`src/periph_pkg.sv`:
```
// Peripheral block definitions
// Bus bundle, register map, UART channel table and pin assignment
// shared by the register decode, the transmitters and the output mux

package periph_pkg;

    // CPU data bus as seen by the peripheral block
    typedef struct packed {
        logic [27:0] addr;
        logic [1:0]  write_n;
        logic [1:0]  read_n;
        logic [31:0] wdata;
    } periph_bus_t;

    // Word register index inside the peripheral window
    typedef logic [3:0] periph_sel_t;

    // Register map
    localparam periph_sel_t REG_GPIO_OUT          = 4'd0;
    localparam periph_sel_t REG_GPIO_IN           = 4'd1;
    localparam periph_sel_t REG_GPIO_SEL          = 4'd3;
    localparam periph_sel_t REG_UART              = 4'd4;
    localparam periph_sel_t REG_UART_STATUS       = 4'd5;
    localparam periph_sel_t REG_DEBUG_UART        = 4'd6;
    localparam periph_sel_t REG_DEBUG_UART_STATUS = 4'd7;
    localparam periph_sel_t REG_NONE              = 4'd15;

    // Address bits 27 to 6 of the window at 0x8000000
    localparam logic [21:0] PERIPH_BASE = 22'h200000;

    // Channel 0 is the main UART, channel 1 the debug UART
    localparam int NUM_UART = 2;

    // Bit periods in clock cycles, kept short for simulation
    localparam logic [NUM_UART-1:0][15:0] UART_CLKS_PER_BIT = {16'd4, 16'd8};

    // Index of the stop bit in an 8N1 frame (start, 8 data, stop)
    localparam logic [3:0] UART_LAST_BIT = 4'd9;

    // Data and status register of each channel
    localparam periph_sel_t [NUM_UART-1:0] UART_DATA_REG = {
        REG_DEBUG_UART,
        REG_UART
    };
    localparam periph_sel_t [NUM_UART-1:0] UART_STATUS_REG = {
        REG_DEBUG_UART_STATUS,
        REG_UART_STATUS
    };

    // Output pin carrying each channel's txd
    localparam logic [NUM_UART-1:0][2:0] UART_PIN = {3'd6, 3'd0};

    // Read value for anything outside the map
    localparam logic [31:0] UNMAPPED_DATA = 32'hFFFF_FFFF;

endpackage

```
`src/periph_output.sv`:
```
// Peripheral output block
// Drives the output pins from GPIO or peripheral functions per the
// select register, and muxes the read-back data for the CPU

module periph_output (
    input  logic [7:0]                       gpio_out,
    input  logic [7:0]                       gpio_sel,
    input  logic [periph_pkg::NUM_UART-1:0]  txd,
    input  logic [periph_pkg::NUM_UART-1:0]  busy,
    input  logic [7:0]                       ui_in,
    input  periph_pkg::periph_sel_t          sel,
    output logic [7:0]                       uo_out,
    output logic [31:0]                      rdata
);
    import periph_pkg::*;

    logic [7:0] func_out;

    // Peripheral function of each pin, unused pins stay low
    always_comb begin
        func_out = 8'h00;
        for (int k = 0; k < NUM_UART; k++) begin
            func_out[UART_PIN[k]] = txd[k];
        end
    end

    // Select bit set means the pin follows its GPIO bit
    assign uo_out = (gpio_sel & gpio_out) | (~gpio_sel & func_out);

    // Read-back data, no receiver so the UART data registers read as unmapped
    always_comb begin
        rdata = UNMAPPED_DATA;
        case (sel)
            REG_GPIO_OUT: rdata = {24'h0, uo_out};
            REG_GPIO_IN:  rdata = {24'h0, ui_in};
            REG_GPIO_SEL: rdata = {24'h0, gpio_sel};
            default:      rdata = UNMAPPED_DATA;
        endcase
        for (int k = 0; k < NUM_UART; k++) begin
            if (sel == UART_STATUS_REG[k]) begin
                rdata = {31'h0, busy[k]};
            end
        end
    end

endmodule

```
`src/periph_regs.sv`:
```
// Peripheral register block
// Decodes the word registers of the peripheral window, holds the
// GPIO output and select registers and raises the UART start strobes

module periph_regs (
    input  logic                             clk,
    input  logic                             rst_reg_n,
    input  periph_pkg::periph_bus_t          bus,
    output periph_pkg::periph_sel_t          sel,
    output logic [7:0]                       gpio_out,
    output logic [7:0]                       gpio_sel,
    output logic [periph_pkg::NUM_UART-1:0]  uart_start,
    output logic [7:0]                       tx_byte
);
    import periph_pkg::*;

    logic is_write;
    logic is_read;
    logic in_window;

    // Any active strobe lane counts as an access
    assign is_write = bus.write_n != 2'b11;
    assign is_read  = bus.read_n != 2'b11;

    // Word aligned address inside the peripheral window
    assign in_window = (bus.addr[27:6] == PERIPH_BASE) && (bus.addr[1:0] == 2'b00);

    // Register index, only valid while an access is in progress
    always_comb begin
        if (in_window && (is_write || is_read)) begin
            sel = bus.addr[5:2];
        end else begin
            sel = REG_NONE;
        end
    end

    // GPIO registers, updated at the edge that ends the write cycle
    always_ff @(posedge clk) begin
        if (!rst_reg_n) begin
            gpio_out <= 8'h00;
            gpio_sel <= 8'h00;
        end else if (is_write) begin
            if (sel == REG_GPIO_OUT) begin
                gpio_out <= bus.wdata[7:0];
            end
            if (sel == REG_GPIO_SEL) begin
                gpio_sel <= bus.wdata[7:0];
            end
        end
    end

    // One strobe per UART data register write
    // The transmitter drops it if a frame is still going
    always_comb begin
        for (int k = 0; k < NUM_UART; k++) begin
            uart_start[k] = is_write && (sel == UART_DATA_REG[k]);
        end
    end

    // Both transmitters take the low byte of the write data
    assign tx_byte = bus.wdata[7:0];

endmodule

```
`src/periph_top.sv`:
```
// Peripheral block top level
// Register decode, one transmitter per UART channel and the pin and
// read-back mux. All accesses complete in the cycle they are issued

module periph_top (
    input  logic                     clk,
    input  logic                     rst_reg_n,
    input  periph_pkg::periph_bus_t  bus,
    input  logic [7:0]               ui_in,
    output logic [7:0]               uo_out,
    output logic [31:0]              rdata
);
    import periph_pkg::*;

    periph_sel_t         sel;
    logic [7:0]          gpio_out;
    logic [7:0]          gpio_sel;
    logic [NUM_UART-1:0] uart_start;
    logic [7:0]          tx_byte;
    logic [NUM_UART-1:0] txd;
    logic [NUM_UART-1:0] busy;

    periph_regs i_regs (
        .clk        (clk),
        .rst_reg_n  (rst_reg_n),
        .bus        (bus),
        .sel        (sel),
        .gpio_out   (gpio_out),
        .gpio_sel   (gpio_sel),
        .uart_start (uart_start),
        .tx_byte    (tx_byte)
    );

    // Main UART on channel 0, fast debug UART on channel 1
    for (genvar k = 0; k < NUM_UART; k++) begin : g_uart
        uart_tx #(
            .CLKS_PER_BIT (UART_CLKS_PER_BIT[k])
        ) i_uart_tx (
            .clk       (clk),
            .rst_reg_n (rst_reg_n),
            .start     (uart_start[k]),
            .data      (tx_byte),
            .txd       (txd[k]),
            .busy      (busy[k])
        );
    end

    periph_output i_output (
        .gpio_out (gpio_out),
        .gpio_sel (gpio_sel),
        .txd      (txd),
        .busy     (busy),
        .ui_in    (ui_in),
        .sel      (sel),
        .uo_out   (uo_out),
        .rdata    (rdata)
    );

endmodule

```
`src/uart_tx.sv`:
```
// UART transmitter
// Sends one 8N1 frame per start strobe, LSB first, with the bit period
// given in clock cycles. Busy covers the whole frame including stop bit

module uart_tx #(
    parameter logic [15:0] CLKS_PER_BIT = 16'd8
) (
    input  logic       clk,
    input  logic       rst_reg_n,
    input  logic       start,
    input  logic [7:0] data,
    output logic       txd,
    output logic       busy
);
    import periph_pkg::*;

    logic [15:0] bit_cnt;
    logic [3:0]  bit_idx;
    logic [8:0]  shift_reg;
    logic        bit_end;

    // Last cycle of the current bit period
    assign bit_end = bit_cnt == CLKS_PER_BIT - 16'd1;

    // Frame control
    // bit_idx 0 is the start bit, 1 to 8 the data bits, 9 the stop bit
    always_ff @(posedge clk) begin
        if (!rst_reg_n) begin
            busy    <= 1'b0;
            txd     <= 1'b1;
            bit_cnt <= 16'd0;
            bit_idx <= 4'd0;
        end else if (!busy) begin
            if (start) begin
                busy    <= 1'b1;
                txd     <= 1'b0;
                bit_cnt <= 16'd0;
                bit_idx <= 4'd0;
            end
        end else if (bit_end) begin
            bit_cnt <= 16'd0;
            bit_idx <= bit_idx + 4'd1;
            if (bit_idx == UART_LAST_BIT) begin
                busy <= 1'b0;
            end else begin
                txd <= shift_reg[0];
            end
        end else begin
            bit_cnt <= bit_cnt + 16'd1;
        end
    end

    // Data bits followed by the stop bit, refilled with ones as it shifts
    always_ff @(posedge clk) begin
        if (!busy && start) begin
            shift_reg <= {1'b1, data};
        end else if (busy && bit_end && (bit_idx != UART_LAST_BIT)) begin
            shift_reg <= {1'b1, shift_reg[8:1]};
        end
    end

endmodule

```
`config.mk`:
```
export PLATFORM = sky130hd
export DESIGN_NAME = periph_top
export DESIGN_NICKNAME = d
export VERILOG_FILES = /design/src/periph_pkg.sv /design/src/periph_output.sv /design/src/periph_regs.sv /design/src/periph_top.sv /design/src/uart_tx.sv
export SDC_FILE = /design/constraint.sdc
export NUM_CORES = 1
export LEC_CHECK = 0
export BUFFER_PORTS_ARGS = -buffer_cell sky130_fd_sc_hd__buf_2
export CORE_ASPECT_RATIO = 1.1
export CORE_UTILIZATION = 48
export CTS_CLUSTER_DIAMETER = 60
export DETAILED_ROUTE_END_ITERATION = 7
export PLACE_DENSITY = 0.78
export SYNTH_ARGS = -nofsm -noshare
export SYNTH_HDL_FRONTEND = slang
export SYNTH_SLANG_ARGS = --single-unit
```
`constraint.sdc`:
```
create_clock -name clk -period 2.5 [get_ports clk]
set_clock_uncertainty 0.2 [all_clocks]
set_input_delay 0.25 -clock clk [delete_from_list [all_inputs] [get_ports clk]]
set_output_delay 0.25 -clock clk [all_outputs]
set_load 0.005 [all_outputs]
```
==> summary.md, run 1 <==
| Metric | Value |
|---|---|
| Remaining Overflow, GRT | 0 |
| Post-synthesis sequential area ratio | 40.02% |
| Worst-Skew Late Latency | 0.36 ns |
| Synth-to-layout area growth | 16.44% |
| WP data arrival | 1.84 ns |
| HP Class | primary input to flop |
| Synth Instances | 490 |
| Max-cap violation count | 0 |
| Initial core utilization | 49.71% |
| Post-synth net total | 570 |
| First-pass GRT wire length | 16.55 mm |
| LEAKAGE | 1.816 nW |
| Crit Path Class | primary input to output port |
| FILL cells | 758 |
| DRT Pass-1 Iters | 5 |
| Fin crit share | 91.78% |
| DR WL met3 | 519 um |
| Initial antenna violation count | 0 |
| Final setup viols | 0 |
| Vias | 3928 |
| Setup tns final | 0 ns |
| Netlist cell types | 51 |
| # diodes | 0 |
| Setup bufs post-CTS | 0 |
| Ys Warns | 0 |
| Clock root cell | clkbuf_8 |
| DP HPWL | 7.226 mm |
| H-tree lvl count | 3 |
| Pwr/cell area | 471.2 mW/mm^2 |
| Inserted Clock Buffers | 9 |
| DR WL/cell | 14.92 um |
| IO buf count | 89 |
| Outcome | complete, no violations |
| Crit. End Element | output port |
| Total Routing Usage GR | 22.47% |
| I/O Pins | 114 |
| Rows | 35 |
| Peak VDD IR | 0.2153 mV |
| Slew headroom | 65.29% |
| Largest net degree at the start of global routing | 38 |
| DRT iter0 DRCs | 196 |
| Worst-path fanout max | 12 |
| Antenna Nets Post-Route | 0 |
| Final cell count without fillers | 677 |
| Clock sinks | 76 |
| Startpoint types | primary input |
| Core area | 0.008452 mm^2 |
| Clock Path Buffers | 2 |
| Cells after DPL | 659 |
| Max reg flops | 32 |
| CP required | 2.05 ns |
| TritonCTS clock tree | built |
| Final hold violation count | 0 |
| RSZ-0062 raised after global routing | false |
| Final Wtd Congestion | 0.8418 |
| Via/cell ratio | 5.802 |
| DR top layer | met4 |
| Height of the chip | 100.1 um |
| Final nets | 641 |
| Drt total wl | 10.10 mm |
| Yosys reg bits | 76 |
| Max Fclk | 435.8 MHz |
| Post-synth EDFFs | 16 |
| PnR Total Power | 2.305 mW |
| Final Critical Period | 2.294 ns |
| Area of the die | 0.009132 mm^2 |
| DR WL met2 | 5.144 mm |
| DRT met1 WL | 4.210 mm |
| Least-Margin Pin Slew | 0.5167 ns |
| CTS clk-pin slew, worst paths | 0.09 ns |
| Die width | 91.21 um |
| Top FF cell, synth | dfxtp_1 |
| Mapped cell area | 0.004202 mm^2 |
| Drt drc | 0 |
| Number of global-route vias before repair | 3571 |
| Fin. max-slew vios | 0 |
| Layout cell share with drive strength beyond 1 | 27.56% |
| Ys async rst share | 0% |
| Syn avg cell area | 8.575 um^2 |
[logic make-up (layout without fill, tap and decap cells)]
kind of cell / after synthesis / count (layout) / synth area share, %
multiplexers: 17 / 17 / 4.497
adder cells (fa/ha/maj): 6 / 6 / 1.787
AND/OR/NAND/NOR: 195 / 195 / 26.00
buffers and inverters: 64 / 140 / 7.951
flip-flops: 76 / 76 / 40.02
AO/OA/AOI/OAI: 132 / 132 / 19.74
[power by group]
| part | switching, mW | leakage (nW) | internal [mW] |
|---|---|---|---|
| sequential | 0.00000000210 | 0.638 | 1.24 |
| combinational | 0.0644 | 1.08 | 0.0464 |
| clock | 0.511 | 0.0970 | 0.438 |
| total | 0.576 | 1.82 | 1.73 |
[routing by layer]
| layer | up-vias | GRT usage (%) |
|---|---|---|
| li1 | 1955 | - |
| met1 | 1807 | 27.29 |
| met2 | 144 | 39.57 |
| met3 | 22 | 3.409 |
| met4 | 0 | 10.01 |
| met5 | - | 0 |
[Yosys cell counts, types with 2 or more instances]
| library cell | instances | share of area (%) |
|---|---|---|
| a21oi_1 | 37 | 4.4 |
| nor2_1 | 17 | 1.5 |
| nand4_1 | 8 | 1.2 |
| nand2_1 | 44 | 3.9 |
| and2_1 | 9 | 1.3 |
| or4_1 | 3 | 0.54 |
| dfxtp_1 | 60 | 29 |
| mux2i_1 | 2 | 0.48 |
| buf_4 | 23 | 4.1 |
| nor3_1 | 14 | 1.7 |
| edfxtp_1 | 16 | 11 |
| ha_1 | 6 | 1.8 |
| a211oi_1 | 15 | 2.7 |
| o22ai_1 | 4 | 0.60 |
| nor4b_1 | 3 | 0.63 |
| o21ai_0 | 37 | 4.4 |
| nand3b_1 | 3 | 0.54 |
| o21a_1 | 5 | 0.89 |
| and3_1 | 7 | 1.0 |
| a21o_1 | 3 | 0.54 |
| nand2b_1 | 4 | 0.60 |
| and4_1 | 6 | 1.3 |
| inv_1 | 9 | 0.80 |
| a31oi_1 | 9 | 1.3 |
| nand4b_1 | 3 | 0.63 |
| nor4_1 | 9 | 1.3 |
| nand3_1 | 36 | 4.3 |
| nor2b_1 | 10 | 1.5 |
| mux2_2 | 15 | 4.0 |
| or2_2 | 3 | 0.45 |
| buf_2 | 6 | 0.71 |
| or3_1 | 5 | 0.74 |
| o31a_1 | 2 | 0.42 |
| a22oi_1 | 6 | 1.1 |
| clkbuf_1 | 22 | 2.0 |
| or4_4 | 2 | 0.54 |
| and4b_1 | 4 | 0.95 |
| a41oi_1 | 7 | 1.5 |
| buf_1 | 3 | 0.27 |
| o31ai_1 | 2 | 0.36 |
[critical path: stages]
cell        delay (ns)
buf_2             0.09
or4_4             0.56
nor2_8            0.15
and3_1            0.21
o21a_4            0.22
clkinvlp_4        0.18
buf_2             0.17
[final cells by class]
cell class	count	area (um^2)	area share, %
sequential	76	1682	34.37
tap	111	138.9	2.839
inverter	10	41.29	0.8440
timing repair inverter	1	7.507	0.1535
clock inverter	6	52.55	1.074
clock buffer	10	148.9	3.043
timing repair buffer	113	628.1	12.84
multi-input combinational	350	2193	44.83
[worst paths after layout]
| check | start | endpoint | slack, ns | cells past startpoint |
|---|---|---|---|---|
| setup reg to reg | g_uart[1].i_uart_tx.bit_cnt[0]$_SDFFE_PN0P_ | g_uart[1].i_uart_tx.shift_reg[1]$_DFFE_PP_ | 0.21 | 7 |
| hold / removal | bus[4] | i_regs.gpio_sel[4]$_SDFFE_PN0P_ | 0.003 | 3 |
| hold reg to reg | g_uart[1].i_uart_tx.bit_idx[3]$_SDFFE_PN0P_ | g_uart[1].i_uart_tx.bit_idx[3]$_SDFFE_PN0P_ | 0.27 | 1 |
| setup / recovery | bus[46] | rdata[22] | 0.21 | 7 |
[metrics by stage]
stage | hold WS [ns] | util [%] | setup slack, ns | cell area, um^2
final | 0.003000 | 57.88 | 0.2056 | 4892
after global routing | 0.01167 | 57.88 | 0.01369 | 4892
after CTS | 0.004385 | 57.66 | 0.04071 | 4873
after detailed placement | 0.2580 | 55.16 | 0.02749 | 4662
after global placement | 0.2447 | 55.16 | 0.06295 | 4662
after floorplan | 0.2070 | - | 0.01285 | 4202
[cells in the final DEF, fill, tap and decap left out, types with 9 or more instances in the layout]
cell type  count
buf_2         89
dfxtp_1       60
nand2_1       44
o21ai_0       37
a21oi_1       37
nand3_1       36
buf_4         23
nor2_1        17
edfxtp_1      16
mux2_2        15
a211oi_1      15
nor3_1        14
nor2b_1       10
and2_1         9
nor4_1         9
a31oi_1        9
clkbuf_8       9
[timing repair]
action                                 CTS  global route
endpoints found under the hold margin    1             0
hold buffers                             1             0
setup endpoints to repair                0            24
resized for setup                        0             4
Power figures use the tool's default switching activity.
==> run 2, diff against run 1 <==
--- a/config.mk
+++ b/config.mk
@@ -7,10 +7,11 @@
 export LEC_CHECK = 0
 export BUFFER_PORTS_ARGS = -buffer_cell sky130_fd_sc_hd__buf_2
 export CORE_ASPECT_RATIO = 1.1
-export CORE_UTILIZATION = 48
+export CORE_MARGIN = 2
+export CORE_UTILIZATION = 53
 export CTS_CLUSTER_DIAMETER = 60
 export DETAILED_ROUTE_END_ITERATION = 7
-export PLACE_DENSITY = 0.78
+export PLACE_DENSITY = 0.82
 export SYNTH_ARGS = -nofsm -noshare
 export SYNTH_HDL_FRONTEND = slang
 export SYNTH_SLANG_ARGS = --single-unit
==> constraint.sdc (replaced) <==
create_clock -name clk -period 2.25 [get_ports clk]
set_clock_uncertainty 0.2 [all_clocks]
set_input_delay 0.225 -clock clk [delete_from_list [all_inputs] [get_ports clk]]
set_output_delay 0.225 -clock clk [all_outputs]
set_load 0.005 [all_outputs]
==> run 2 against run 1 <==
Sequential share of layout area shrank 1.6 points. Worst setup slack lost 0.14 ns. Clock power grew 6%. Utilization grew 8.1 points. Largest power group unchanged. Via count grew 5.2%. Critical path depth grew 1. Final cell count grew 3.2%.
==> summary.md, run 2 (synthesis results as in run 1) <==
| Metric | Value |
|---|---|
| Outcome | complete, no violations |
| Worst-path fanout max | 6 (-6) |
| Height of the chip | 97.38 um (-2.7%) |
| First-pass GRT wire length | 16.81 mm (+1.6%) |
| DR WL/cell | 15.64 um (+4.8%) |
| Internal power | 1.869 mW (+8.1%) |
| Rows | 34 (-2.9%) |
| Inserted Clock Buffers | 9 (unchanged) |
| Vias | 4131 (+5.2%) |
| Antenna Nets Post-Route | 0 (unchanged) |
| I/O Pins | 114 (unchanged) |
| H-tree lvl count | 3 (unchanged) |
| Pwr/cell area | 491.7 mW/mm^2 (+4.4%) |
| DP HPWL | 7.602 mm (+5.2%) |
| R2R Path Start | g_uart[1].i_uart_tx.bit_cnt[0]$_SDFFE_PN0P_ |
| RSZ-0062 raised after global routing | false |
| HP Class | primary input to flop |
| DRT Pass-1 Iters | 5 (unchanged) |
| Final cell count without fillers | 699 (+3.2%) |
| Final nets | 666 (+3.9%) |
| Number of global-route vias before repair | 3820 (+7.0%) |
| CTS clk-pin slew, worst paths | 0.10 ns (about the same) |
| Initial antenna violation count | 0 (unchanged) |
| Max reg flops | 32 (unchanged) |
| Clock Path Buffers | 2 (unchanged) |
| PnR Total Power | 2.525 mW (+9.5%) |
| Least-Margin Pin Slew | 0.4743 ns (-0.04249 ns) |
| IO buf count | 89 (unchanged) |
| Hold Crit Start | bus[3] |
| Startpoint types | primary input |
| Clk pwr share | 40.1% (-1.1 points) |
| Largest net degree at the start of global routing | 38 (unchanged) |
| Crit Path Class | primary input to output port |
| Worst r2r dst | g_uart[1].i_uart_tx.bit_cnt[14]$_SDFFE_PN0P_ |
| WHS Endpoint | g_uart[0].i_uart_tx.shift_reg[3]$_DFFE_PP_ |
| Clock root cell | clkbuf_8 |
| DP Area | 0.004807 mm^2 (+3.1%) |
| Sw Share | 25.98% (+1.0 points) |
| Share of power burned in registers | 54.8% (+0.8 points) |
| Most frequent cells in the layout | buf_2, dfxtp_1, nand2_1 |
| Initial core utilization | 53.97% (+4.3 points) |
| Comb power frac | 5.2% (+0.4 points) |
| Fin. max-slew vios | 0 (unchanged) |
| DRT iter0 DRCs | 230 (+17%) |
| NetSw | 0.6559 mW (+14%) |
| Worst Reg-to-Reg Cells | 7 (unchanged) |
| # diodes | 0 (unchanged) |
| Max Fclk | 457.9 MHz |
| WP data arrival | 1.76 ns (-0.08 ns) |
| Final hold violation count | 0 (unchanged) |
| Cells after DPL | 673 (+2.1%) |
| CP required | 1.82 ns (-0.23 ns) |
| Max-cap violation count | 0 (unchanged) |
| R2R setup slack | 0.10 ns (-0.11 ns) |
| Area of the die | 0.008656 mm^2 (-5.2%) |
| Drt drc | 0 (unchanged) |
| Core area | 0.007785 mm^2 (-7.9%) |
| Finished Cell Area | 0.005135 mm^2 (+5.0%) |
| LEAKAGE | 1.933 nW (+6.5%) |
| Commonest non-fill, non-tap cell in the layout | buf_2 |
| Remaining Overflow, GRT | 0 (unchanged) |
| Clock sinks | 76 (unchanged) |
| TritonCTS clock tree | built |
| Final Critical Period | 2.184 ns |
| Setup tns final | 0 ns (unchanged) |
| Total Routing Usage GR | 24.02% (+1.6 points) |
| Final setup viols | 0 (unchanged) |
| Hold path depth | 2 (-1) |
| Worst-Skew Late Latency | 0.35 ns (about the same) |
| Die width | 88.89 um (-2.5%) |
| Final Wtd Congestion | 0.8413 (about the same) |
| Peak VDD IR | 0.2724 mV (+26%) |
| Crit. End Element | output port |
| Drt total wl | 10.93 mm (+8.2%) |
| Via/cell ratio | 5.910 (+1.9%) |
| Fin crit share | 97.07% |
| Layout cell share with drive strength beyond 1 | 31.30% (+3.7 points) |
| Synth-to-layout area growth | 22.22% |
| Slew headroom | 68.14% (+2.9 points) |
==> run 2: repair_timing <==
item | CTS | global route
gates cloned | 0 | 3
pin swaps | 0 | 1
resized for setup | 2 | 12
buffers inserted | 0 | 2
endpoints found under the hold margin | 11 | 0
endpoints found under the setup margin | 5 | 37
hold buffers | 5 | 0
==> run 2: metal layers <==
layer  vias to the layer above  GRT usage [%]  part of all wire [%]
li1                       1986              -                     -
met5                         -              0                     0
met2                       162          42.59                    52
met3                        25          3.483                   5.4
met4                         0          10.49                   2.4
met1                      1958          27.91                    40
==> run 2: final cells by class <==
class | count | area (um^2)
tap | 108 | 135.1
timing repair inverter | 3 | 22.52
inverter | 10 | 41.29
multi-input combinational | 350 | 2226
sequential | 76 | 1682
clock buffer | 9 | 123.9
timing repair buffer | 136 | 839.6
fill | 622 | 2650
clock inverter | 7 | 65.06
==> run 2: how the worst max path moves through the flow <==
stage | startpoint | end | slack, ns
after floorplan | g_uart[0].i_uart_tx.bit_cnt[0]$_SDFFE_PN0P_ | g_uart[0].i_uart_tx.shift_reg[0]$_DFFE_PP_ | 0.03
after global placement | bus[46] | g_uart[0].i_uart_tx.shift_reg[3]$_DFFE_PP_ | -0.05
after detailed placement | bus[46] | g_uart[0].i_uart_tx.shift_reg[2]$_DFFE_PP_ | -0.09
after CTS | bus[46] | rdata[10] | 0.005
after global routing | g_uart[0].i_uart_tx.bit_cnt[0]$_SDFFE_PN0P_ | g_uart[0].i_uart_tx.bit_idx[3]$_SDFFE_PN0P_ | 0.008
final | bus[46] | rdata[19] | 0.07
==> run 2: power by group through the flow <==
stage	Combinational (mW)	Sequential (mW)	Clock, mW
6_report	0.130	1.38	1.01
4_1_cts	0.127	1.38	1.02
3_5_place_dp	0.120	1.41	0
5_1_grt	0.140	1.38	1.08
3_3_place_gp	0.117	1.41	0
2_1_floorplan	0.0518	1.41	0
==> run 2: critical path: stages <==
cell and delay (ns):
buf_2 0.10, or4_4 0.56, nor2_8 0.14, and3_4 0.19, o21a_4 0.14, buf_12 0.13, clkinvlp_4 0.12, buf_2 0.15
==> run 2: metrics by stage <==
stage	setup WS (ns)	util [%]	hold WS, ns
5_1_grt	0.007914	65.96	0.002925
6_report	0.06588	65.96	0.01129
3_5_place_dp	-0.09396	61.75	0.2578
2_1_floorplan	0.02519	-	0.1820
3_3_place_gp	-0.04787	61.75	0.2517
4_1_cts	0.005134	64.93	0.003171
